--- src/verilog/adaptive_cache_pkg.sv ---
`default_nettype none

package adaptive_cache_pkg;

    // address split is tag | set | offset
    localparam int ADDR_BITS   = 32;
    localparam int OFFSET_BITS = 5;
    localparam int SET_BITS    = 4;
    localparam int SETS        = 16;
    localparam int TAG_BITS    = 23;
    localparam int LINE_BITS   = 256;
    localparam int LINE_BYTES  = 32;

    typedef logic [ADDR_BITS-1:0]           addr_t;
    typedef logic [31:0]                    word_t;
    typedef logic [LINE_BITS-1:0]           line_t;
    typedef logic [TAG_BITS-1:0]            tag_t;
    typedef logic [SET_BITS-1:0]            set_idx_t;
    typedef logic [TAG_BITS+SET_BITS-1:0]   line_addr_t;   // tag and set
    typedef logic [3:0]                     byte_mask_t;
    typedef logic [LINE_BYTES-1:0]          line_mask_t;   // one bit per line byte

    // 0 direct-mapped, 1 two-way, 2 four-way
    typedef logic [1:0] assoc_mode_t;

    typedef enum logic [2:0] {
        st_idle,
        st_compare,
        st_writeback,
        st_allocate,
        st_refill
    } ctrl_state_t;

endpackage

`default_nettype wire
--- src/verilog/plru_tree.sv ---
`default_nettype none
`timescale 1ns/1ps

module plru_tree #(
    parameter int WAYS = 4
) (
    input  logic                            clk,
    input  logic                            rst,
    input  adaptive_cache_pkg::set_idx_t    set,
    input  logic                            touch,
    input  logic [$clog2(WAYS)-1:0]         touch_way,
    input  logic [1:0]                      tag_low,
    input  adaptive_cache_pkg::assoc_mode_t assoc_mode,
    output logic [$clog2(WAYS)-1:0]         victim_way
);

    localparam int WAY_BITS = $clog2(WAYS);

    // heap order: node n has children 2n+1 (left) and 2n+2 (right)
    logic [WAYS-2:0] tree [adaptive_cache_pkg::SETS];
    logic [WAYS-2:0] tree_next;
    logic [WAY_BITS-1:0] walk_way;

    always_comb begin : touch_path
        int node;
        logic dir;
        tree_next = tree[set];
        node = 0;
        for (int lvl = 0; lvl < WAY_BITS; lvl++) begin
            dir = touch_way[WAY_BITS-1-lvl];
            tree_next[node] = ~dir;   // point away from touched way
            node = 2 * node + 1 + int'(dir);
        end
    end

    always_ff @(posedge clk) begin
        if (rst) begin
            for (int s = 0; s < adaptive_cache_pkg::SETS; s++) begin
                tree[s] <= '0;
            end
        end else if (touch) begin
            tree[set] <= tree_next;
        end
    end

    // in two-way mode the root decision comes from the tag, not the tree
    always_comb begin : victim_walk
        int node;
        logic dir;
        node = 0;
        walk_way = '0;
        for (int lvl = 0; lvl < WAY_BITS; lvl++) begin
            if (lvl == 0 && assoc_mode == 2'd1) begin
                dir = tag_low[0];
            end else begin
                dir = tree[set][node];
            end
            walk_way[WAY_BITS-1-lvl] = dir;
            node = 2 * node + 1 + int'(dir);
        end
    end

    // tag_low is below WAYS, so the modulo is the value itself
    assign victim_way = (assoc_mode == 2'd0) ? WAY_BITS'(tag_low) : walk_way;

endmodule

`default_nettype wire

--- config.mk ---
export PLATFORM = sky130hd
export DESIGN_NAME = plru_tree
export DESIGN_NICKNAME = d
export VERILOG_FILES = /design/src/verilog/adaptive_cache_pkg.sv /design/src/verilog/plru_tree.sv
export SDC_FILE = /design/constraint.sdc
export NUM_CORES = 1
export LEC_CHECK = 0
export BUFFER_PORTS_ARGS = -buffer_cell sky130_fd_sc_hd__buf_2
export CORE_MARGIN = 5
export CORE_UTILIZATION = 53
export DETAILED_ROUTE_END_ITERATION = 8
export PLACE_DENSITY = 0.75
export SYNTH_ARGS = -nofsm -noshare
export SYNTH_HDL_FRONTEND = slang
export SYNTH_SLANG_ARGS = --single-unit
--- constraint.sdc ---
create_clock -name clk -period 2.9 [get_ports clk]
set_clock_uncertainty 0.2 [all_clocks]
set_input_delay 0.58 -clock clk [delete_from_list [all_inputs] [get_ports clk]]
set_output_delay 0.58 -clock clk [all_outputs]
set_load 0.005 [all_outputs]
Yosys cells after proc, flatten, opt, wreduce, memory -nomap -nowiden
Memories as Yosys holds them, arrays and structs flattened.
Index checks and enable logic that the tools add are counted.
{"block": "totals", "out_inout_bits": 2, "register_bits": 0, "elab_cells": 28, "mem_bits_rw": 48, "memories": 1}
{"block": "op_classes", "n_mux": 16, "reduce_logical": 3, "n_lt_le_gt_ge": 3, "n_eq_ne": 1, "n_bitwise": 2, "add_sub_neg": 2}
{"memory": "tree", "depth": 16, "width": 3, "read_ports": 1, "rd_clocked_by_memory_dff": 0, "write_ports": 16, "line": "plru_tree.sv:20", "text": "logic [WAYS-2:0] tree [adaptive_cache_pkg::SETS];"}
{"op": "$mux 1", "n": 10}
{"op": "$lt 2x3->1 const B", "n": 2}
{"op": "$add 1x1->2 const A", "n": 2}
{"op": "$mux 4", "n": 1}
{"op": "$bwmux 3", "n": 1}
{"op": "$mux 3", "n": 1}
{"op": "$reduce_or 3->1", "n": 1}
{"op": "$bmux 1 s2", "n": 1}
{"op": "$demux 1 s2", "n": 1}
{"op": "$eq 2x1->1 const B", "n": 1}
{"op": "$ge 2x1->1 const B", "n": 1}
{"op": "$logic_not 2->1", "n": 1}
{"op": "$mux 2", "n": 1}
{"op": "$not 1->1", "n": 2}
{"op": "$logic_and 1x1->1", "n": 1}

Longest topological paths before layout
{"block": "logic_depth", "ltp_word": 7, "mapped_depth": 8, "ltp_nobuf": 5}

Least setup slack after synthesis
Ideal clock, no wire load.
{"block": "synth_path", "kind": "input to output", "startpoint": "input set[1]", "endpoint": "output victim_way[0]", "t_arrival_ns": 2.102, "path_slack_ns": 0.018, "required_time_ns": 2.120, "cell_stages": 7, "path_cell_list": "buf_2 buf_4 mux2_1 a222oi_1 o211ai_2 mux2i_1 a221oi_1"}
{"block": "synth_via", "elab_chain_cells": 7}
{"element": "start: declaration", "line": "plru_tree.sv:9", "text": "input adaptive_cache_pkg::set_idx_t set,"}
{"element": "$mem_v2 16x3 (*)"}
{"element": "$mux 1", "line": "plru_tree.sv:53", "text": "if (lvl == 0 && assoc_mode == 2'd1) begin"}
{"element": "$add 1x1->2", "line": "plru_tree.sv:59", "text": "node = 2 * node + 1 + int'(dir);"}
{"element": "$bmux 1 s2 (*)", "line": "plru_tree.sv:56", "text": "dir = tree[set][node];"}
{"element": "$mux 1 (implied by the code) (*) (2 in series)", "line": "plru_tree.sv:56"}
{"element": "$mux 2 (*)", "line": "plru_tree.sv:64", "text": "assign victim_way = (assoc_mode == 2'd0) ? WAY_BITS'(tag_low) : walk_way;"}
{"element": "end: declaration", "line": "plru_tree.sv:14", "text": "output logic [$clog2(WAYS)-1:0] victim_way"}
Mark *: on every way between the ends. The rest lies on a longest branch, timed or not. The select of a mux whose other input is x is not followed.

Worst setup path after layout
Ends and elaborated chain as after synthesis.

==> metrics.yaml <==
switching_power_total_uw: 311
yosys_warnings: 0
vias_in_the_first_global_route: 1587
holdCritPathClass: "in2reg"
floorplan.die.height_um: 78.6
postCtsHoldBufs: 0
placementRows: 25
timing_worst_setup_path_type: "in2out"
cp_max_fo: 7
final_cell_count_no_fill: 275
synth-compound-area-share_pct: 4.42
syn_to_final_growth_pct: 12.4
postSynthNetCount: 208
routed_wirelength_mm: 5.09
tns_ns: 0
finalMaxSlewViolations: 0
numPlacedInstances: 269
power.share.combinational_pct: 14.8
mappedNetlistArea_um2: 2490
maxCapViolations: 0
first_pass_grt_wire_length_mm: 8.24
largest_register: "tree"
synth_top_family_by_area: "simple AND/OR/NAND/NOR gates"
postRouteAntennaNets: 0
postSynthRegisterBits: 48
critPathCaptureType: "output pin"
dp_slack_ns: -0.0945
layout_common_cells: "edfxtp_1, nor2_1, nand2_1, nor2_2, nand2b_1"
clk_pin_slew_ns: 0.08
post_route_cells_drive_above_1_share_pct: 33.9
route.vias.total: 1576
tightest_slew_ns: 0.495
critPathLaunch: "set[1]"
io_buffer_count: 14
layout_worst_path_cycle_share_pct: 98.3
global_placer_s_final_weighted_congestion: 0.832
syn_inst_count: 195
synth-adder-area-share_pct: 0
hold_path_startpoint: "touch_way[1]"
biggestRegsByFlops: "tree: 48 flops"
min_hold_slack_ns: 0.612
grt_max_degree: 20
gr-usage-all-layers_pct: 18.2
hpwlAfterDp_mm: 3.77
drc: 0
p_seq_share_pct: 59.4
required_ns: 2.12
cts.htree.levels: 2
syn_area_per_cell_um2: 12.8
synth_seq_area_share_pct: 57.8
status: "complete, no violations"
synth_largest_area_cell: "edfxtp_1"
clock_sink_count: 48
setup_viol_count_final: 0
power_per_cell_area_nw_per_um2: 483
drt_pass1_iterations: 4
min_period_ns: 2.85
reg2reg_from: "tree[7][1]"
synth_top_cells_by_area: "edfxtp_1, mux4_2, nor2_2"
detail_route.wl_per_cell_um: 18.5
p_leak_nw: 1.04
grt_antenna_before_repair: 0
grt-ovfl-total: 0
start_kind: "input port"
power.total_mw: 1.35
synth_xor_xnor_area_share_pct: 0
worst_slew_margin_rel_pct: 67.0
post_synth_mux_area_share_pct: 12.8
clkLatencyLatePin_ns: 0.30
p_int_mw: 1.04
cts_inserted_buffers: 5
flip_flop_count_of_the_largest_register_after_layout: 48
tritoncts: "yes"
ctsLongestPathBuffers: 2
power_frac_clock_pct: 25.8
dr.first_iter.drc_count: 90
achievable-frequency_mhz: 351
worst-endpoint-arrival_ns: 2.07
design.die.area_um2: 6170
post_synth_and_or_nand_nor_area_fraction_pct: 21.3
clock-root-buffer: "clkbuf_8"
ir_drop_v: 0.000272
floorplan.initialDensity_pct: 53.8
rsz0062_at_grt: "yes"
final_hold_viol_count: 0
post_synth_num_cell_types: 37
design.final.nets: 236
synth_top_area_share_pct: 57.8
die_width_um: 78.6
setup_ws_ns: 0.0487
detail_route.vias_per_cell: 5.73
layout_commonest_cell: "edfxtp_1"
total_inserted_antenna_cells: 0
design.portCount: 15
power_switching_share_pct: 23.0
core_region_area_um2: 4630
==> power by group through the flow <==
stage	Sequential, mW	Clock [mW]	Combinational [mW]
after global placement	0.820	0	0.192
after CTS	0.804	0.354	0.201
after global routing	0.807	0.392	0.215
after floorplan	0.812	0	0.131
final	0.804	0.350	0.200
after detailed placement	0.820	0	0.194
==> synth_stat cells (all sizes together) <==
library cell,n
a211oi,1
a21oi,1
a221oi,1
a222oi,1
a22o,1
a22oi,3
and2,1
and3b,1
and4b,1
buf,7
clkbuf,5
edfxtp,48
inv,2
mux2,4
mux2i,5
mux4,9
nand2,21
nand2b,18
nand3,1
nand4,1
nor2,53
nor2b,3
nor3b,2
o211ai,1
o221ai,1
o32a,1
or2,1
or3,1
==> layer usage <==
layer	wire (µm)	up-vias	track usage, %	part of all wire, %
li1	-	753	-	-
met1	2100	758	23.6	41
met2	2510	57	29.0	49
met3	410	8	5.28	8.1
met4	77	0	6.99	1.5
met5	0	-	0	0
==> path summary, 6_finish.rpt <==
| path | end | slack, ns | cells past startpoint |
|---|---|---|---|
| max | victim_way[0] | 0.05 | 7 |
| min | tree[12][0] | 0.61 | 2 |
| max reg2reg | tree[10][1] | 0.67 | 7 |
| min reg2reg | tree[6][2] | 1.01 | 7 |
==> worst max-delay path: stages <==
cell	delay, ns
buf_8	0.11
mux2_4	0.29
a222oi_1	0.33
o211ai_2	0.19
mux2i_1	0.16
a221oi_1	0.25
buf_2	0.16
==> logic make-up (layout without fill, tap and decap cells) <==
logic type             count (synthesis)  in the layout
AO/OA/AOI/OAI                         11             11
flip-flops                            48             48
multiplexers                          18             18
AND/OR/NAND/NOR                      104            104
buffers and inverters                 14             40
==> repair_timing <==
action	in CTS	in global routing
setup buffers	1	0
gates resized for setup	5	1
endpoints found under the setup margin	1	2
pin swaps	3	2
==> through the flow <==
step	utilization, %	cell area [µm²]
after CTS	60.4	2800
after floorplan	-	2490
after detailed placement	58.4	2710
final	60.5	2800
after global routing	60.5	2800
after global placement	58.4	2710
==> area by class of cell <==
cell class | instances | area, µm²
clock buffer | 5 | 68.8
fill | 378 | 1830
inverter | 2 | 7.51
multi-input combinational | 133 | 962
sequential | 48 | 1440
tap | 54 | 67.6
timing repair buffer | 33 | 254
Note: power is estimated with default switching activity, not from simulation.
