<file path="src/verilog/adaptive_cache_pkg.sv">
`default_nettype none

package adaptive_cache_pkg;

    // address split is tag | set | offset
    localparam int ADDR_BITS   = 32;
    localparam int OFFSET_BITS = 5;
    localparam int SET_BITS    = 4;
    localparam int SETS        = 16;
    localparam int TAG_BITS    = 23;
    localparam int LINE_BITS   = 256;
    localparam int LINE_BYTES  = 32;

    typedef logic [ADDR_BITS-1:0]           addr_t;
    typedef logic [31:0]                    word_t;
    typedef logic [LINE_BITS-1:0]           line_t;
    typedef logic [TAG_BITS-1:0]            tag_t;
    typedef logic [SET_BITS-1:0]            set_idx_t;
    typedef logic [TAG_BITS+SET_BITS-1:0]   line_addr_t;   // tag and set
    typedef logic [3:0]                     byte_mask_t;
    typedef logic [LINE_BYTES-1:0]          line_mask_t;   // one bit per line byte

    // 0 direct-mapped, 1 two-way, 2 four-way
    typedef logic [1:0] assoc_mode_t;

    typedef enum logic [2:0] {
        st_idle,
        st_compare,
        st_writeback,
        st_allocate,
        st_refill
    } ctrl_state_t;

endpackage

`default_nettype wire
</file>
<file path="src/verilog/way_store.sv">
`default_nettype none
`timescale 1ns/1ps

module way_store (
    input  logic                           clk,
    input  logic                           rst,
    input  adaptive_cache_pkg::set_idx_t   set,
    input  logic                           we,
    input  adaptive_cache_pkg::line_mask_t line_mask,
    input  adaptive_cache_pkg::line_t      line_in,
    input  adaptive_cache_pkg::tag_t       tag_in,
    input  logic                           dirty_in,
    output adaptive_cache_pkg::line_t      line_out,
    output adaptive_cache_pkg::tag_t       tag_out,
    output logic                           valid,
    output logic                           dirty
);

    adaptive_cache_pkg::line_t line_mem [adaptive_cache_pkg::SETS];
    adaptive_cache_pkg::tag_t  tag_mem  [adaptive_cache_pkg::SETS];
    logic [adaptive_cache_pkg::SETS-1:0] valid_bits;
    logic [adaptive_cache_pkg::SETS-1:0] dirty_bits;

    // storage arrays, only the valid bits see reset
    always_ff @(posedge clk) begin
        if (we) begin
            for (int b = 0; b < adaptive_cache_pkg::LINE_BYTES; b++) begin
                if (line_mask[b]) begin
                    line_mem[set][b*8 +: 8] <= line_in[b*8 +: 8];
                end
            end
            tag_mem[set]    <= tag_in;
            dirty_bits[set] <= dirty_in;
        end
    end

    always_ff @(posedge clk) begin
        if (rst) begin
            valid_bits <= '0;
        end else if (we) begin
            valid_bits[set] <= 1'b1;   // any write leaves the entry valid
        end
    end

    // async read on the held set index
    assign line_out = line_mem[set];
    assign tag_out  = tag_mem[set];
    assign valid    = valid_bits[set];
    assign dirty    = dirty_bits[set];

endmodule

`default_nettype wire

</file>
<file path="config.mk">
export PLATFORM = sky130hd
export DESIGN_NAME = way_store
export DESIGN_NICKNAME = d
export VERILOG_FILES = /design/src/verilog/adaptive_cache_pkg.sv /design/src/verilog/way_store.sv
export SDC_FILE = /design/constraint.sdc
export NUM_CORES = 2
export LEC_CHECK = 0
export BUFFER_PORTS_ARGS = -buffer_cell sky130_fd_sc_hd__buf_4
export CORE_MARGIN = 2
export CORE_UTILIZATION = 30
export CTS_CLUSTER_SIZE = 14
export DETAILED_ROUTE_END_ITERATION = 8
export GPL_ROUTABILITY_DRIVEN = 0
export PLACE_DENSITY = 0.55
export SLEW_MARGIN = 20
export SYNTH_ARGS = -nofsm -noshare
export SYNTH_HDL_FRONTEND = slang
export SYNTH_MEMORY_MAX_BITS = 65536
export SYNTH_SLANG_ARGS = --single-unit
</file>
<file path="constraint.sdc">
create_clock -name clk -period 2.59 [get_ports clk]
set_clock_uncertainty 0.2 [all_clocks]
set_input_delay 0.1295 -clock clk [delete_from_list [all_inputs] [get_ports clk]]
set_output_delay 0.1295 -clock clk [all_outputs]
set_load 0.01 [all_outputs]
</file>
### After elaboration in Yosys (flattened, before gate mapping)

Memories as Yosys holds them, arrays and structs flattened.
Cells that the tools add are included.
Widths: inputs -> output; s select.

| storage, ports and cells | value |
|---|---|
| register bits after elaboration | 32 |
| bits in latches | 0 |
| memory bits (writable) | 4464 |
| ROM bits | 0 |
| bits of input ports | 319 |
| word-level logic and storage cells | 113 |
| memories | 2 |

Memories:

| name | depth | width | read ports | clocked after memory_dff | wr ports | line | RTL |
|---|---|---|---|---|---|---|---|
| line_mem | 16 | 256 | 1 | 0 | 1 | way_store.sv:19 | `adaptive_cache_pkg::line_t line_mem [adaptive_cache_pkg::SETS];` |
| tag_mem | 16 | 23 | 1 | 0 | 1 | way_store.sv:20 | `adaptive_cache_pkg::tag_t tag_mem [adaptive_cache_pkg::SETS];` |

| operators by class | value |
|---|---|
| add/subtract/negate cells | 0 |
| $mul | 0 |
| div/mod/pow operators | 0 |
| $lt $le $gt $ge | 2 |
| eq/ne operators | 0 |
| shift operators | 0 |
| mux-type cells | 105 |
| bitwise gates (word level) | 1 |
| reduce and logical (&&, ||, !) cells | 1 |

Operators with widths:

| operator | number |
|---|---|
| $mux 1 | 101 |
| $bwmux 16 | 1 |
| $or 16x16->16 | 1 |
| $bmux 1 s4 | 2 |
| $lt 4x5->1 const B | 1 |
| $demux 1 s4 | 1 |
| $ge 4x1->1 const B | 1 |
| $logic_and 1x1->1 | 1 |

### Longest topological paths before layout

| depth | value |
|---|---|
| depth after elaboration | 5 |
| gate-level depth with buffers | 7 |
| mapped depth without buffers | 3 |

### Least setup slack after synthesis

Ideal clock, no wire load.

| path | value |
|---|---|
| kind | input -> register |
| from | input set[0] |
| to | memory line_mem[5][192] (netlist bit) (enable) |
| library setup time | 332 ps |
| arrival time | 2183 ps |
| data required time | 2058 ps |
| slack | -125 ps |
| stages on the path | 6 |
| path through | buf_2 > buf_2 > nand2_1 > nor3_1 > clkbuf_1 > and2_1 |

RTL lines:

| element | line | RTL |
|---|---|---|
| start: declaration | way_store.sv:7 | `input adaptive_cache_pkg::set_idx_t set,` |
| end: declaration | way_store.sv:19 |  |

No word-level cell before the write port.

### Worst setup path in the final report

| path | value |
|---|---|
| from | memory line_mem[3][48] (netlist bit) |
| to | output line_out[48] |

| on the way | value |
|---|---|
| cells in the longest elaborated chain, start to end | 1 |

RTL lines:

| element | line | RTL |
|---|---|---|
| $mem_v2 16x256 | -- |  |
| end: declaration | way_store.sv:13 | `output adaptive_cache_pkg::line_t line_out,` |

Every way passes these cells.

==> out/results.txt <==
outcome -> complete, but fails checks
failing checks -> negative setup slack
routed len/inst -> 26.1 um
arrival time at the worst endpoint -> 2.53 ns
mux contribution to synthesized area -> 14.8%
Yosys warning count -> 0
instance count on the critical path -> 4
Worst IR Drop VDD -> 0.000601 V
clk buf depth -> 4
crit share post-route -> 111%
layout cells sized above 1 -> 40.6%
FMAX -> 349 MHz
slowest CP cell -> mux4_2
Post-synth EDFFs -> 4480
Syn Nets -> 7797
Reg2Reg Launch Point -> valid_bits[2]$_SDFFE_PP0P_
Post-Synth Adder-Cell Area -> 0%
# port buffers -> 599
GRT Overall Usage -> 15.7%
Die X-Extent -> 760 um
Buf/Inv on CP -> 1
Hold Crit Class -> input port to flop
Reg clk slew, reported paths -> 0.06 ns
Max FO, Critical Path -> 1
final WL -> 465000 um
MaxCap Viol Count -> 0
TritonCTS clock tree -> done
Post-Syn Area -> 171000 um^2
largest net degree at the start of global routing -> 49
post-synth cell types -> 21
starting density of the core -> 30.1%
Hold Path Depth -> 4
reg2reg path depth -> 2
xor/xnor cell area share of the yosys netlist -> 0%
Least-Margin Pin Slew -> 0.782 ns
Vias per Instance -> 4.85
Seq/Total Area, Yosys -> 78.7%
cell row count -> 277
Final Max Slew Viols -> 0
hold_sp -> line_mask[0]
Reg area -> 135000 um^2
Critical Path Max Stage Delay -> 0.54 ns
Power Dens Cells -> 716 nW/um^2
CORE AREA -> 569000 um^2
WP data required -> 2.26 ns
vias in the first global route -> 91300
Fill cells -> 50400
Seq cells post-synth -> 4496
setup_tns -> -24.50 ns
Final min period -> 2.86 ns
post-route antenna net violation count -> 0
Iter 0 DRT Violations -> 7811
largest family of logic cells by synthesized area -> multiplexers
Synth top cells by count -> 4480 x edfxtp_1, 1124 x mux4_2, 562 x a22oi_1, 513 x and2_1, 283 x nand2_1
DRC Markers -> 0
root buf cell -> clkbuf_16
CTS buffer count -> 464
Synth top area share -> 78.5%
die height -> 760 um
count leader, synth -> edfxtp_1
placed cell count -> 16300
RSZ-0062 raised after global routing -> yes
H-tree levels -> 5
top cells by area, synth -> edfxtp_1 79%, mux4_2 15%, a22oi_1 2.5%
Die Area -> 577000 um^2
Startpoint Class -> flop
clk_lat worst skew -> 0.99 ns
max_slew headroom -> 47.7%
initial antenna violation count -> 120
Pleak -> 72.6 nW
Synth Instances -> 7478
Avg Inst Size Synth -> 22.9 um^2
Setup CP Type -> flop to primary output
Crit path max-delay family -> multiplexers
multi-input logic area -> 37000 um^2
area growth from synthesis to layout -> 30.7%
Ports -> 600
launch point of the worst path -> line_mem[3][48]$_DFFE_PP_
TritonCTS Sinks -> 4496
Via Count -> 86300
asr flop ratio synth -> 0%
Pre-antenna DRT Iters -> 6
Synth area leader -> edfxtp_1
Synth Flop Type -> edfxtp_1
final worst slack -> -0.272 ns
simple logic cell fraction of the synthesized area -> 2.59%
Post-DP HPWL -> 307000 um
crit-path cells -> mux4_2 > a22oi_2 > nand2_2 > buf_6
gr ovfl total -> 0
Nets -> 10100
endpoint class of the critical path -> primary output
Non-Filler Instances -> 17800
first-pass GRT wire length -> 665000 um
Compound-Gate Fraction of Synth Area -> 2.56%
Finish-stage setup viols -> 261
Hold Vio Cnt, Final -> 0
## layer usage
| metal | up-vias | GRT usage, % | wire length, um |
|---|---|---|---|
| met5 | - | 0 | 84 |
| met4 | 14 | 4.14 | 12000 |
| met3 | 636 | 2.37 | 28400 |
| met2 | 2849 | 27.0 | 234000 |
| met1 | 46300 | 20.8 | 191000 |
| li1 | 36500 | - | - |
## state kept, by name (all words and copies together) (netlist names)
register and cells:
line_mem 4096, tag_mem 368, dirty_bits 16, valid_bits 16
## cells in the final DEF, fill, tap and decap left out, types with 15 or more instances in the layout
master / netlist / layout
diode_2: 0 / 73
a22oi_1: 562 / 142
clkinv_2: 0 / 97
edfxtp_1: 4480 / 4480
buf_6: 63 / 275
clkinvlp_4: 0 / 16
o21ba_2: 15 / 15
mux4_2: 1124 / 1124
dlygate4sd3_1: 0 / 622
a22oi_2: 0 / 420
and2_1: 513 / 512
buf_4: 8 / 865
nand2_1: 283 / 103
clkbuf_1: 191 / 75
nand2_2: 0 / 133
clkinv_1: 0 / 106
buf_12: 0 / 549
clkbuf_16: 0 / 469
bufinv_16: 0 / 61
nand2_4: 0 / 47
## report_power, final
part	switching [W]	leakage, nW	internal [W]
Sequential	0.000203	40.5	0.0810
Clock	0.0286	7.59	0.0394
Combinational	0.00603	24.5	0.00521
## logic make-up (layout without fill, tap and decap cells)
| kind of cell | after synthesis | after routing |
|---|---|---|
| flip-flops | 4496 | 4496 |
| multiplexers | 1124 | 1124 |
| AND/OR/NAND/NOR | 822 | 822 |
| AO/OA/AOI/OAI | 578 | 578 |
| buffers and inverters | 458 | 3179 |
| other | 0 | 73 |
## worst min-delay path: stages
cell           delay [ns]
dlygate4sd3_1        0.52
buf_4                0.20
and2_1               0.19
buf_12               0.14
## area by class of cell
class,count,share of cell area [%]
clock buffers,544,5.37
clock inverters,322,1.60
diodes,73,0.0816
multi-input cells,2524,16.5
repair buffers,2313,12.0
flip-flops and latches,4496,60.2
well taps,7533,4.21
## worst paths after layout
path | slack (ns) | to
max reg2reg | 1.23 | valid_bits[2]$_SDFFE_PP0P_
min reg2reg | 0.28 | valid_bits[7]$_SDFFE_PP0P_
max | -0.27 | line_out[48]
min | 0.11 | line_mem[2][7]$_DFFE_PP_
## metrics by stage
step / power (W) / utilization, % / hold slack (ns) / cell area [um^2] / setup WS (ns)
finish: 0.160 / 39.4 / 0.109 / 224000 / -0.272
global route: 0.165 / 39.3 / 0.0518 / 224000 / -0.412
CTS: 0.162 / 39.2 / 0.0000580 / 223000 / -0.433
detailed placement: 0.0923 / 34.8 / 0.236 / 198000 / -0.688
global placement: 0.0920 / 34.8 / 0.218 / 198000 / -0.693
floorplan: 0.0869 / - / 0.0284 / 171000 / 0.0300
## repair_timing
action / 4_1_cts / 5_1_grt
gates resized for setup: 831 / 94
buffers inserted: 0 / 0
hold buffers: 623 / 0
endpoints found under the hold margin: 8920 / 0
setup endpoints to repair: 281 / 301
pin swaps: 479 / 65
gates cloned: 0 / 0
(Power assumes the default switching activity.)
