File: config.mk
export PLATFORM = sky130hd
export DESIGN_NAME = cache_ctrl_fsm
export DESIGN_NICKNAME = d
export VERILOG_FILES = /design/src/verilog/adaptive_cache_pkg.sv /design/src/verilog/cache_ctrl_fsm.sv
export SDC_FILE = /design/constraint.sdc
export NUM_CORES = 1
export LEC_CHECK = 0
export ABC_AREA = 1
export BUFFER_PORTS_ARGS = -buffer_cell sky130_fd_sc_hd__buf_2
export CAP_MARGIN = 10
export CELL_PAD_IN_SITES_DETAIL_PLACEMENT = 1
export CELL_PAD_IN_SITES_GLOBAL_PLACEMENT = 1
export CORE_AREA = 5 5 42 44
export CTS_BUF_LIST = sky130_fd_sc_hd__clkbuf_16
export CTS_CLUSTER_DIAMETER = 30
export CTS_CLUSTER_SIZE = 25
export DETAILED_ROUTE_END_ITERATION = 12
export DIE_AREA = 0 0 47 49
export GPL_ROUTABILITY_DRIVEN = 0
export PLACE_DENSITY = 0.72
export SETUP_SLACK_MARGIN = 0.15
export SYNTH_ARGS = -nofsm -noshare
export SYNTH_HDL_FRONTEND = slang
export SYNTH_SLANG_ARGS = --single-unit
export TNS_END_PERCENT = 20
File: constraint.sdc
create_clock -name clk -period 2.6 [get_ports clk]
set_clock_uncertainty 0.05 [all_clocks]
set_input_delay 0.26 -clock clk [delete_from_list [all_inputs] [get_ports clk]]
set_output_delay 0.26 -clock clk [all_outputs]
set_load 0.02 [all_outputs]
File: src/verilog/adaptive_cache_pkg.sv
`default_nettype none

package adaptive_cache_pkg;

    // address split is tag | set | offset
    localparam int ADDR_BITS   = 32;
    localparam int OFFSET_BITS = 5;
    localparam int SET_BITS    = 4;
    localparam int SETS        = 16;
    localparam int TAG_BITS    = 23;
    localparam int LINE_BITS   = 256;
    localparam int LINE_BYTES  = 32;

    typedef logic [ADDR_BITS-1:0]           addr_t;
    typedef logic [31:0]                    word_t;
    typedef logic [LINE_BITS-1:0]           line_t;
    typedef logic [TAG_BITS-1:0]            tag_t;
    typedef logic [SET_BITS-1:0]            set_idx_t;
    typedef logic [TAG_BITS+SET_BITS-1:0]   line_addr_t;   // tag and set
    typedef logic [3:0]                     byte_mask_t;
    typedef logic [LINE_BYTES-1:0]          line_mask_t;   // one bit per line byte

    // 0 direct-mapped, 1 two-way, 2 four-way
    typedef logic [1:0] assoc_mode_t;

    typedef enum logic [2:0] {
        st_idle,
        st_compare,
        st_writeback,
        st_allocate,
        st_refill
    } ctrl_state_t;

endpackage

`default_nettype wire
File: src/verilog/cache_ctrl_fsm.sv
`default_nettype none
`timescale 1ns/1ps

module cache_ctrl_fsm (
    input  logic clk,
    input  logic rst,
    input  logic req,
    input  logic hit,
    input  logic victim_dirty,
    input  logic is_write,
    input  logic mem_resp,
    output logic line_we,
    output logic refill,
    output logic mem_read,
    output logic mem_write,
    output logic miss_event,
    output logic touch,
    output logic resp
);

    adaptive_cache_pkg::ctrl_state_t state;
    adaptive_cache_pkg::ctrl_state_t state_next;
    logic wb_done;   // victim already written back for this miss
    logic need_wb;

    assign need_wb = victim_dirty && !wb_done;

    always_ff @(posedge clk) begin
        if (rst) begin
            state   <= adaptive_cache_pkg::st_idle;
            wb_done <= 1'b0;
        end else begin
            state <= state_next;
            if (mem_write && mem_resp) begin
                wb_done <= 1'b1;
            end else if (state == adaptive_cache_pkg::st_refill) begin
                wb_done <= 1'b0;
            end
        end
    end

    always_comb begin
        state_next = state;
        line_we    = 1'b0;
        refill     = 1'b0;
        mem_read   = 1'b0;
        mem_write  = 1'b0;
        miss_event = 1'b0;
        touch      = 1'b0;
        resp       = 1'b0;
        case (state)
            adaptive_cache_pkg::st_idle: begin
                if (req) begin
                    state_next = adaptive_cache_pkg::st_compare;
                end
            end
            adaptive_cache_pkg::st_compare: begin
                if (hit) begin
                    resp       = 1'b1;
                    touch      = 1'b1;
                    line_we    = is_write;   // write hit updates in place
                    state_next = adaptive_cache_pkg::st_idle;
                end else begin
                    miss_event = 1'b1;
                    state_next = need_wb ? adaptive_cache_pkg::st_writeback
                                         : adaptive_cache_pkg::st_allocate;
                end
            end
            // the victim can move when the mode steps on this miss,
            // so the dirty check is repeated once the mode has settled
            adaptive_cache_pkg::st_writeback: begin
                mem_write = victim_dirty;
                if (!victim_dirty || mem_resp) begin
                    state_next = adaptive_cache_pkg::st_allocate;
                end
            end
            adaptive_cache_pkg::st_allocate: begin
                if (need_wb) begin
                    state_next = adaptive_cache_pkg::st_writeback;
                end else begin
                    mem_read = 1'b1;
                    if (mem_resp) begin
                        state_next = adaptive_cache_pkg::st_refill;
                    end
                end
            end
            adaptive_cache_pkg::st_refill: begin
                line_we    = 1'b1;
                refill     = 1'b1;
                state_next = adaptive_cache_pkg::st_compare;   // retry, now hits
            end
            default: state_next = adaptive_cache_pkg::st_idle;
        endcase
    end

endmodule

`default_nettype wire

Yosys cells after proc, flatten, opt, wreduce, memory -nomap -nowiden. Index checks and enable logic that the tools add are counted.

Register bits: 4. Bits of input ports: 7. Output and inout bits: 7. Word-level logic and storage cells: 36.

Eq/ne operators: 7. Muxes and demuxes: 19. Reduce and logical (&&, ||, !) cells: 8.

Operator list (count): 3-bit one-hot mux with 5 select lines (1); 1-bit 2-to-1 mux (12); 3-bit 2-to-1 mux (4); 3-bit by 2-bit == test with 1-bit output, second input constant (2); 2-bit != test, second input constant (2); 3-bit by 1-bit == test with 1-bit output, second input constant (1); 3-bit == test, second input constant (1); 3-bit zero test (1); 3-bit != test, second input constant (1); 3-bit AND reduction (1); 1-bit logical AND (2); 1-bit zero test (2); 2-bit 2-to-1 mux (1); 1-bit one-hot mux with 2 select lines (1); 2-bit nonzero test (1); 1-bit logical OR (1).

Depth between registers and ports, before layout.
Word-level depth: 5. Depth in mapped cells: 7. Gate-level depth less buffers: 7.

Worst setup path before layout. Ideal clock, no wire load.

Kind: register -> output. Start: reg state[0]. End: out line_we. Arrival: 1.256 ns. Required time: 2.290 ns. Slack: 1.034 ns. Stages on the path, launching flop included: 5. Path buffers: 0. Cell sequence: dfxtp_1 > inv_1 > nor4_2 > nand2_1 > nand2_1.

Cells in the longest elaborated chain, start to end: 2. Elaborated cells on any way between the ends: 3. Those cells by class: eq/ne: 2; mux: 1.

Ends and longest elaborated chain: from (decl) (RTL line cache_ctrl_fsm.sv:21) `adaptive_cache_pkg::ctrl_state_t state;`; from (signal assigned) (RTL line cache_ctrl_fsm.sv:30) `state <= adaptive_cache_pkg::st_idle;`; from (signal assigned) (RTL line cache_ctrl_fsm.sv:33) `state <= state_next;`; 3-bit == test / 3-bit by 1-bit == test with 1-bit output (equally long branches) (RTL line cache_ctrl_fsm.sv:51) `case (state)`; 1-bit one-hot mux with 2 select lines * (RTL line cache_ctrl_fsm.sv:51); to (decl) (RTL line cache_ctrl_fsm.sv:12) `output logic line_we,`.

Mark *: on every way between the ends. The rest lies on a longest branch, timed or not.

Worst setup path in the final report. Same ends and word-level chain as after synthesis.

==> impl_metrics.tcl <==
set metrics [dict create \
    path_buf_inv 2 \
    vias 364 \
    synth_enable_flop_cells 0 \
    cts_sinks 4 \
    drive_above_1_share_pct 32.84 \
    first_iter_violations 4 \
    crit_top_cell "sky130_fd_sc_hd__nand2_1" \
    wire_length_of_the_first_global_routing_pass_um 1400 \
    crit_cells 5 \
    dp_hpwl_um 722 \
    critPathRequiredTime_ps 2290 \
    die-height_um 49 \
    rr_worst_depth 6 \
    clock-root-buffer "sky130_fd_sc_hd__clkbuf_16" \
    fin_crit_sh_pct 61.64 \
    detail_route.drc_violations 0 \
    design.die.area_um2 2303 \
    initial_utilization_pct 21.61 \
    num_antenna_cells 0 \
    setup.worst_path.end_class "output pin" \
    synth_top_cells_by_count "14 x sky130_fd_sc_hd__nand2_1, 10 x sky130_fd_sc_hd__inv_1, 10 x sky130_fd_sc_hd__nor2_1, 4 x sky130_fd_sc_hd__dfxtp_1" \
    synthMostInstantiatedCell "sky130_fd_sc_hd__nand2_1" \
    drt_first_pass_iters 4 \
    cts-resized-gates 0 \
    placed_cells 80 \
    cts_post_setup_buffers_inserted 0 \
    first_global_vias 364 \
    clkTransAtPathRegs_ps 30 \
    numCtsBuffers 3 \
    fin_tns_setup_ps 0 \
    rsz0062_at_grt "no" \
    port_buffers 13 \
    synthesis.area_um2 302.8 \
    finalHoldViolCount 0 \
    cellLeakagePower_nw 0.2596 \
    post_dp_cell_area_um2 380.4 \
    die_w_um 47 \
    startpoint_type "flop" \
    grt_start_max_net_pins 7 \
    syn_inst 52 \
    antenna_left 0 \
    drv.max_cap_violation_count 0 \
    hold_path_depth 2 \
    cpPeakStageDelay_ps 370 \
    post_synth_main_area_contributors "sky130_fd_sc_hd__dfxtp_1 26%, sky130_fd_sc_hd__nand2_1 17%, sky130_fd_sc_hd__inv_1 12%" \
    tritoncts "done" \
    power_mw 0.4740 \
    final_cells 83 \
    synth-seq-area-share_pct 26.45 \
    layout.cell_area.non_filler_um2 455.4 \
    core-area_um2 1401 \
    worstPathArrival_ps 1290 \
    vdd.ir_drop.worst_uv 780.2 \
    outcome "finished clean" \
    min_period_ps 1603 \
    synth.largest_area_cell "sky130_fd_sc_hd__dfxtp_1" \
    drt-vias-per-instance 4.386 \
    placement_rows 14 \
    synth-main-ff-cell "sky130_fd_sc_hd__dfxtp_1" \
    number_of_register_bits_inferred_by_synthesis 4 \
    net_count_after_synthesis 59 \
    insertion_delay_ps 220 \
    fmax_mhz 624.0 \
    yosys.area.top_type_share_pct 26.45 \
    timing.final.max_slew_violations 0 \
    synthesis_to_layout_area_growth_pct 50.41 \
    cp_max_fanout 4 \
    cp_slowest_cell "sky130_fd_sc_hd__dfxtp_1" \
    globalRouteTotalUtil_pct 8.374 \
    overflow 0 \
    synth_async_sr_flop_share_pct 0 \
    design.portCount 14 \
    ys_warn_count 0 \
    critical_path_class "reg2out" \
    cts_max_level 1 \
    grt_antenna_before_repair 0 \
    worst_hold_path_type "in2reg" \
    critical_path.cell_chain "inv_1 -> nor4_2 -> nand2_1 -> nand2_1 -> buf_2" \
    clockBufferDepth 2 \
    relative_slew_margins_pct 79.12 \
    power_density_nw_per_um2 1041 \
    setup_violations 0 \
    critical-path-top-delay-family "simple AND/OR/NAND/NOR gates" \
    wl_per_cell_um 9.783 \
    postCtsHoldBufs 0 \
    syn_avg_cell_area_um2 5.823 \
    ys_types 15 \
    worst_pin_slew_ps 310.7 \
    finalNetCount 76 \
    drt_wl_total_um 812 \
]
## cell usage in the layout (no fill, tap or decap)
cell	instances
sky130_fd_sc_hd__a21oi_1	1
sky130_fd_sc_hd__a21oi_2	1
sky130_fd_sc_hd__buf_2	13
sky130_fd_sc_hd__clkbuf_16	3
sky130_fd_sc_hd__dfxtp_1	4
sky130_fd_sc_hd__inv_1	10
sky130_fd_sc_hd__nand2_1	14
sky130_fd_sc_hd__nand2_2	1
sky130_fd_sc_hd__nand3_1	2
sky130_fd_sc_hd__nand3_2	1
sky130_fd_sc_hd__nand3b_1	1
sky130_fd_sc_hd__nor2_1	10
sky130_fd_sc_hd__nor2_2	2
sky130_fd_sc_hd__nor3_1	2
sky130_fd_sc_hd__nor4_2	1
sky130_fd_sc_hd__o21ai_0	1
## state kept, by name, indices dropped and copies added (netlist names)
register,cells
state,3
wb_done,1
## layer usage
| metal | track usage (%) | vias to the layer above | share of wire, % |
|---|---|---|---|
| met5 | 0 | - | 0 |
| met1 | 8.772 | 165 | 40 |
| met4 | 2.765 | 0 | 0 |
| met2 | 13.57 | 9 | 55 |
| li1 | - | 190 | - |
| met3 | 4.797 | 0 | 4.8 |
## cells by family (layout without fill, tap and decap cells)
kind of cell    Yosys count  after routing  share of synthesized area (%)
flops                     4              4                          26.45
simple gates             34             34                          52.48
compound gates            3              3                          6.196
buf+inv                  11             26                          14.88
## power by group
group,leakage (nW),internal (mW),switching (mW)
combinational,0.190,0.0517,0.0975
clock,0.0370,0.196,0.0391
sequential,0.0328,0.0749,0.0146
## worst paths after layout
check	end	slack [ps]	start
worst max-delay path	line_we	1000	state[0]
worst min-delay path	wb_done	190	rst
worst max register to register	state[1]	1470	state[0]
worst min register to register	wb_done	460	wb_done
## worst register-to-register path, stage by stage, from the launching register on
cell and delay (ps):
sky130_fd_sc_hd__dfxtp_1 370, sky130_fd_sc_hd__inv_1 90, sky130_fd_sc_hd__nor3_1 220, sky130_fd_sc_hd__nand2_1 110, sky130_fd_sc_hd__nand3_1 100, sky130_fd_sc_hd__nor2_1 50
sky130_fd_sc_hd__nor2_1 70
## stage by stage
step                utilization (%)  hold slack [ps]  setup WS [ps]
floorplan                         -            272.4           1034
global placement              27.14            410.6           1226
detailed placement            27.14            415.5           1199
global route                  32.50            189.8          842.9
CTS                           32.50            185.4          961.2
finish                        32.50            185.6          997.3
## layout make-up
type                    instances  area [um^2]
multi-input cells              37        177.7
fillers                       196        945.9
clock buffers                   3        75.07
inverters                      10        37.54
repair buffers                 13        65.06
well taps                      16        20.02
flip-flops and latches          4        80.08
Note: power is estimated with default switching activity, not from simulation.
