<file path="src/verilog/adaptive_cache_pkg.sv">
`default_nettype none

package adaptive_cache_pkg;

    // address split is tag | set | offset
    localparam int ADDR_BITS   = 32;
    localparam int OFFSET_BITS = 5;
    localparam int SET_BITS    = 4;
    localparam int SETS        = 16;
    localparam int TAG_BITS    = 23;
    localparam int LINE_BITS   = 256;
    localparam int LINE_BYTES  = 32;

    typedef logic [ADDR_BITS-1:0]           addr_t;
    typedef logic [31:0]                    word_t;
    typedef logic [LINE_BITS-1:0]           line_t;
    typedef logic [TAG_BITS-1:0]            tag_t;
    typedef logic [SET_BITS-1:0]            set_idx_t;
    typedef logic [TAG_BITS+SET_BITS-1:0]   line_addr_t;   // tag and set
    typedef logic [3:0]                     byte_mask_t;
    typedef logic [LINE_BYTES-1:0]          line_mask_t;   // one bit per line byte

    // 0 direct-mapped, 1 two-way, 2 four-way
    typedef logic [1:0] assoc_mode_t;

    typedef enum logic [2:0] {
        st_idle,
        st_compare,
        st_writeback,
        st_allocate,
        st_refill
    } ctrl_state_t;

endpackage

`default_nettype wire
</file>
<file path="src/verilog/assoc_tuner.sv">
`default_nettype none
`timescale 1ns/1ps

module assoc_tuner #(
    parameter int WAYS       = 4,
    parameter int TUNE_LIMIT = 4
) (
    input  logic                            clk,
    input  logic                            rst,
    input  logic                            miss_event,
    input  adaptive_cache_pkg::line_addr_t  miss_line,
    output adaptive_cache_pkg::assoc_mode_t assoc_mode
);

    localparam int ENTRIES  = adaptive_cache_pkg::SETS * WAYS;
    localparam int IDX_BITS = $clog2(ENTRIES);
    localparam int CNT_BITS = $clog2(TUNE_LIMIT + 1) + 1;
    localparam logic signed [CNT_BITS-1:0] CNT_MAX = CNT_BITS'(TUNE_LIMIT);
    localparam logic signed [CNT_BITS-1:0] CNT_MIN = -CNT_MAX;

    // shadow directory, same capacity as the real cache
    logic [ENTRIES-1:0]             shadow_valid;
    adaptive_cache_pkg::line_addr_t shadow_line [ENTRIES];
    logic [IDX_BITS-1:0]            fill_ptr;
    logic [IDX_BITS-1:0]            free_idx;
    logic [IDX_BITS-1:0]            ins_idx;
    logic                           shadow_hit;
    logic                           free_found;
    logic signed [CNT_BITS-1:0]     count;
    logic signed [CNT_BITS-1:0]     count_step;

    always_comb begin : lookup
        shadow_hit = 1'b0;
        free_found = 1'b0;
        free_idx   = '0;
        for (int i = 0; i < ENTRIES; i++) begin
            if (shadow_valid[i] && shadow_line[i] == miss_line) begin
                shadow_hit = 1'b1;
            end
            if (!shadow_valid[i] && !free_found) begin
                free_found = 1'b1;
                free_idx   = IDX_BITS'(i);
            end
        end
    end

    // first free slot, else round-robin replacement
    assign ins_idx = free_found ? free_idx : fill_ptr;

    always_ff @(posedge clk) begin
        if (rst) begin
            shadow_valid <= '0;
            fill_ptr     <= '0;
        end else if (miss_event && !shadow_hit) begin
            shadow_valid[ins_idx] <= 1'b1;
            if (!free_found) begin
                fill_ptr <= fill_ptr + 1'b1;   // advances only on replacement
            end
        end
    end

    always_ff @(posedge clk) begin
        if (miss_event && !shadow_hit) begin
            shadow_line[ins_idx] <= miss_line;
        end
    end

    // conflict miss counts up, capacity/cold miss counts down
    always_comb begin
        if (shadow_hit) begin
            count_step = (count == CNT_MAX) ? CNT_MAX : CNT_BITS'(count + 1);
        end else begin
            count_step = (count == CNT_MIN) ? CNT_MIN : CNT_BITS'(count - 1);
        end
    end

    always_ff @(posedge clk) begin
        if (rst) begin
            count      <= '0;
            assoc_mode <= '0;
        end else if (miss_event) begin
            if (count_step == CNT_MAX && assoc_mode < 2'd2) begin
                assoc_mode <= assoc_mode + 2'd1;
                count      <= '0;
            end else if (count_step == CNT_MIN && assoc_mode > 2'd0) begin
                assoc_mode <= assoc_mode - 2'd1;
                count      <= '0;
            end else begin
                count <= count_step;   // saturated or still moving
            end
        end
    end

endmodule

`default_nettype wire

</file>
<file path="config.mk">
export PLATFORM = sky130hd
export DESIGN_NAME = assoc_tuner
export DESIGN_NICKNAME = d
export VERILOG_FILES = /design/src/verilog/adaptive_cache_pkg.sv /design/src/verilog/assoc_tuner.sv
export SDC_FILE = /design/constraint.sdc
export NUM_CORES = 2
export LEC_CHECK = 0
export BUFFER_PORTS_ARGS = -buffer_cell sky130_fd_sc_hd__buf_2
export CAP_MARGIN = 20
export CORE_ASPECT_RATIO = 0.5
export CORE_MARGIN = 2
export CORE_UTILIZATION = 50
export CTS_CLUSTER_SIZE = 8
export DETAILED_ROUTE_END_ITERATION = 10
export HOLD_SLACK_MARGIN = 0.1
export PLACE_DENSITY = 0.65
export SYNTH_ARGS = -nofsm -noshare
export SYNTH_HDL_FRONTEND = slang
export SYNTH_SLANG_ARGS = --single-unit
</file>
<file path="constraint.sdc">
create_clock -name clk -period 6.7 [get_ports clk]
set_input_delay 1.34 -clock clk [delete_from_list [all_inputs] [get_ports clk]]
set_output_delay 1.34 -clock clk [all_outputs]
set_load 0.1 [all_outputs]
</file>
# After elaboration in Yosys (flattened, before gate mapping)
# Memory sizes are Yosys's and may differ from the RTL's.
# Cells that the tools add are included.
[totals]
input_bits = 30
ramBits = 1728
mem_count = 1
reg_bits = 76
elab_cells = 547
[op_classes]
n_reduce_logical = 260
muxes = 203
n_bitwise = 2
eq_ne = 68
addsub = 5
order_cmp = 4
[mem_list]
columns = ["name", "depth", "width", "rd", "rd_ports_with_merged_regs", "wr", "line_no", "text"]
rows = [
  ["shadow_line", 64, 27, 64, 0, 1, "assoc_tuner.sv:23", "adaptive_cache_pkg::line_addr_t shadow_line [ENTRIES];"],
]
[op_table]
columns = ["op", "n"]
rows = [
  ["$eq 27x27->1", 64],
  ["$mux 6", 63],
  ["$mux 1", 132],
  ["$logic_and 1x1->1", 131],
  ["$logic_not 1->1", 126],
  ["$or 64x64->64", 1],
  ["$mux 4", 5],
  ["$eq 4x3->1 const B", 2],
  ["$eq 4x4->1 const B", 2],
  ["$lt 6x7->1 const B", 1],
  ["$add 6x1->6 const B", 1],
  ["$demux 1 s6", 1],
  ["$ge 6x1->1 const B", 1],
  ["$add 4x2->4 const B", 1],
  ["$mux 2", 2],
  ["$reduce_and 2->1", 2],
  ["$sub 4x2->4 const B", 1],
  ["$add 2x1->2 const B", 1],
  ["$gt 2x1->1 const B", 1],
  ["$lt 2x2->1 const B", 1],
  ["$reduce_bool 2->1", 1],
  ["$sub 2x1->2 const B", 1],
  ["$not 1->1", 1],
]

# Depth between registers and ports, before layout
[depth]
word_depth = 195
mapped_depth = 15
mapped_depth_nobuf = 11

# Worst setup path after synthesis
# No wires, ideal clock.
[synth_timing]
path_type = "input to register"
from = "input port miss_line[17]"
to = "memory shadow_line[0][0] (netlist name) (enable)"
required_time_ps = 6287
setup_ps = 413
setup_slack_ps = 1529
cell_stages = 14
arrival_time_ps = 4758
n_path_buf = 4
cell_sequence = "buf_4 buf_6 buf_6 xnor2_1 nand4_1 nor4_1 a32oi_1 nand4_1 nor4_2 nand3_2 o21bai_1 or3b_1 clkbuf_1 nor2_1"
[synth_via]
elab_chain_len = 70
[synth_rtl]
columns = ["item", "line_no", "text"]
rows = [
  ["start: declaration", "assoc_tuner.sv:11", "input adaptive_cache_pkg::line_addr_t miss_line,"],
  ["$eq 27x27->1", "assoc_tuner.sv:37", "if (shadow_valid[i] && shadow_line[i] == miss_line) begin"],
  ["$logic_and 1x1->1", "assoc_tuner.sv:37", ""],
  ["$mux 1 (63 in series)", "assoc_tuner.sv:37", ""],
  ["$mux 1 *", "assoc_tuner.sv:37", ""],
  ["$logic_not 1->1 *", "assoc_tuner.sv:63", "if (miss_event && !shadow_hit) begin"],
  ["$logic_and 1x1->1 *", "assoc_tuner.sv:63", ""],
  ["$mux 1 *", "assoc_tuner.sv:63", ""],
  ["$mux 1 (implied by the code) *", "assoc_tuner.sv:64", "shadow_line[ins_idx] <= miss_line;"],
  ["end: declaration", "assoc_tuner.sv:23", ""],
]
# Mark *: on every way between the ends. The rest lies on a longest branch, timed or not.

# Worst setup path after layout
[layout_timing]
from = "input port miss_line[5]"
to = "memory shadow_line[50][14] (netlist name) (enable)"
# Same word-level chain as after synthesis.

==> out/metrics.csv <==
stage;metric;value;unit
critical_path;r2r_end;shadow_line[9][22];
clock_network;cts_hold_buffers;0;
global_routing;grt_overflow;0;
route;vias;51600;
route;antenna_left;0;
sta;period_needed;5.68;ns
clock_network;cts_resized;0;
sta;drv_slew;0;
floorplan;fp.coreArea;0.160;sq mm
clock_network;cts_max_level;5;
pwr;power_frac_clock;46.6;%
route;routed_wl;243000;um
hold_path;holdPathStages;2;
floorplan;start_util;50.2;%
yosys;synth_cells;5488;
clock_network;cts_num_sinks;1804;
cells_and_area;layout.nets;5953;
route;drt-initial-drc-count;6918;
pwr;power;26400;uW
cells_and_area;final_cell_mix;edfxtp_1 (1,728), xnor2_1 (1,718), nand4_1 (868), clkbuf_16 (272), buf_4 (235);
critical_path;start_kind;input pin;
pwr;swShare;22.7;%
yosys;yosysSeqAreaShare;66.3;%
clock_network;cts_tree;yes;
critical_path;timing.rr.start;shadow_valid[31];
sta;hold_viol_final;0;
sta;slew_headroom;15.7;%
yosys;synth_seq_cells;1804;
floorplan;io_pins;32;
pwr;power.share.sequential;47.0;%
critical_path;r2r_cells;10;
floorplan;die_w;571;um
global_routing;grt_use_total;29.3;%
sta;fin_crit_sh;84.7;%
route;drc_errors;0;
global_routing;grt_pass1_vias;50100;
global_routing;antenna_found_initial;10;
pwr;power_frac_comb;6.5;%
cells_and_area;area_growth;16.4;%
pwr;internal-power;20400;uW
floorplan;die-area;0.164;sq mm
sta;fmax;176;MHz
yosys;yosysWarnings;0;
status;status;complete, no violations;
clock_network;clock_latency;0.82;ns
critical_path;cp.required;7.20;ns
sta;tightest_slew;1.25;ns
yosys;synth_edf_count;1728;
hold_path;hp-class;flip-flop to flip-flop;
critical_path;worstPathArrival;6.17;ns
cells_and_area;drive_gt1_share;12.4;%
hold_path;hold_end;fill_ptr[5];
hold_path;hp-start;fill_ptr[5];
pwr;p_sw;5990;uW
global_routing;grt_max_degree;48;
global_routing;grt_pass1_wl;351000;um
yosys;dominantRegCellSynth;edfxtp_1;
yosys;syn_nets;5521;
clock_network;cts-buffers-inserted;267;
critical_path;end_kind;flip-flop;
yosys;synth_cell_types;75;
floorplan;row_count;104;
critical_path;worstSetupPathType;input pin to flip-flop;
clock_network;root_buffer;clkbuf_16;
pwr;vdd_drop_max;0.209;mV
clock_network;clk_path_buf_depth;4;
floorplan;die_h;288;um
cells_and_area;mostFrequentLayoutCell;edfxtp_1;
sta;rsz0062_at_grt;no;
sta;finalSetupTns;0;ns
placed_design;dpl.hpwl;156000;um
yosys;syn_area;0.0805;sq mm
pwr;leakage;0.0272;uW
critical_path;cp_max_fo;36;
route;post_drt_wl_per_cell;29.5;um
yosys;syn_area_per_cell;14.7;sq um
clock_network;cts_setup_buffers;0;
placed_design;gp_congestion;0.962;
route;drtPass1Iterations;6;
route;via_per_inst;6.26;
critical_path;r2r_slack;1.87;ns
sta;clock_skew;0.0440;ns
sta;setup_viol;0;
clock_network;clkSlewWorstSetupHoldPaths;0.05;ns
pwr;power_density;282;mW/mm^2
job;cap_viol_max_count;0;
placed_design;port_buffers;31;
yosys;synthArstFlopShare;0;%
-- flip-flops by register name (all words and copies together) (netlist names) --
register,count
shadow_line,1728
shadow_valid,64
assoc_mode,2
count,4
fill_ptr,6
-- cells in the mapped netlist (all sizes together), types with 2 or more instances --
library cell  count  area (sq um)
and4b             2          20.0
or2               3          18.8
nor2b             6          37.5
o32ai             2          17.5
or3               6          37.5
nand4           871          5470
or4               8          60.1
a22oi            50           375
a31oi             6          37.5
ha                3          37.5
o211ai            6          45.0
o2bb2ai           4          35.0
a21oi            27           135
mux2i             3          30.0
mux2              4          45.0
xor2              8          70.1
nor4            150           960
nand3            35           180
nor3            122           626
clkbuf           15          56.3
a32oi             3          26.3
inv              34           130
o41ai             4          35.0
a221o             2          20.0
or3b              2          17.5
o21a             50           375
dfxtp            76          1520
and3              3          18.8
nand2b           21           131
xnor2          1718         15000
and2              5          31.3
o21ai            28           140
a21boi            3          22.5
nand2           121           454
buf             199          1550
a211oi            4          35.0
nor2            120           473
o22ai             4          25.0
o31ai             3          22.5
a2111oi           8          70.1
a22o              3          26.3
o21bai            2          15.0
edfxtp         1728         51900
-- critical path, cell delays in order --
cell	delay, ns
clkbuf_8	0.46
buf_12	0.33
buf_4	0.24
xnor2_1	0.12
nand4_1	0.10
nor3_1	0.06
a22oi_1	0.74
nand4_1	0.44
nor3_1	0.36
nand3_2	0.26
o21bai_1	0.27
or4b_1	0.54
buf_4	0.27
nor2_2	0.27
buf_12	0.24
-- power by group through the flow --
stage / clock [uW] / sequential [uW] / combinational (uW)
2_1_floorplan: 0 / 12600 / 961
5_1_grt: 12900 / 12400 / 1800
3_5_place_dp: 0 / 12600 / 1680
6_report: 12300 / 12400 / 1710
4_1_cts: 12400 / 12400 / 1690
3_3_place_gp: 0 / 12600 / 1660
-- cell type report --
cell class                      instances  area [sq um]
Clock buffer                          395          7270
Clock inverter                         17           256
Fill cell                           12400         66600
Inverter                               35           134
Tap cell                             2173          2720
Antenna cell                            3          7.51
Sequential cell                      1804         53400
Timing Repair Buffer                  377          4380
Multi-Input combinational cell       3435         25500
-- worst max path at each step --
stage	startpoint	cells past startpoint	slack, ns	to
2_1_floorplan	miss_line[17]	14	1.53	shadow_line[0][0]
3_3_place_gp	miss_line[24]	15	0.31	shadow_line[50][22]
3_5_place_dp	miss_line[24]	15	0.26	shadow_line[50][3]
4_1_cts	miss_line[24]	15	1.09	shadow_line[50][21]
5_1_grt	miss_line[24]	15	1.02	shadow_line[50][15]
6_report	miss_line[5]	15	1.02	shadow_line[50][14]
-- per-stage QoR --
step	cells	setup WS (ns)	hold WS (ns)	area, sq um	utilization [%]
detailed placement	7824	0.263	0.537	86100	53.7
global route	8237	1.02	0.588	93700	58.4
finish	8239	1.02	0.553	93700	58.4
floorplan	5488	1.53	0.474	80500	-
CTS	8236	1.09	0.551	93700	58.4
global placement	7824	0.305	0.532	86100	53.7
-- routing by layer --
metal,track usage (%),up-vias,routed length [um]
met5,0,-,28
li1,-,21800,-
met2,42.1,3135,103000
met1,44.2,26100,106000
met4,9.36,4,7670
met3,6.25,528,25900
-- cell families (layout without fill, tap and decap cells) --
logic type / count (synthesis) / in the layout / share of synthesized area, %
simple gates: 1480 / 1480 / 10.7
mux: 7 / 7 / 0.0933
buf+inv: 249 / 824 / 2.16
compound gates: 219 / 219 / 1.92
flops: 1804 / 1804 / 66.3
fa+ha+maj: 3 / 3 / 0.0466
xor+xnor: 1726 / 1726 / 18.8
other cells: 0 / 3 / 0
Note: power is estimated with default switching activity, not from simulation.
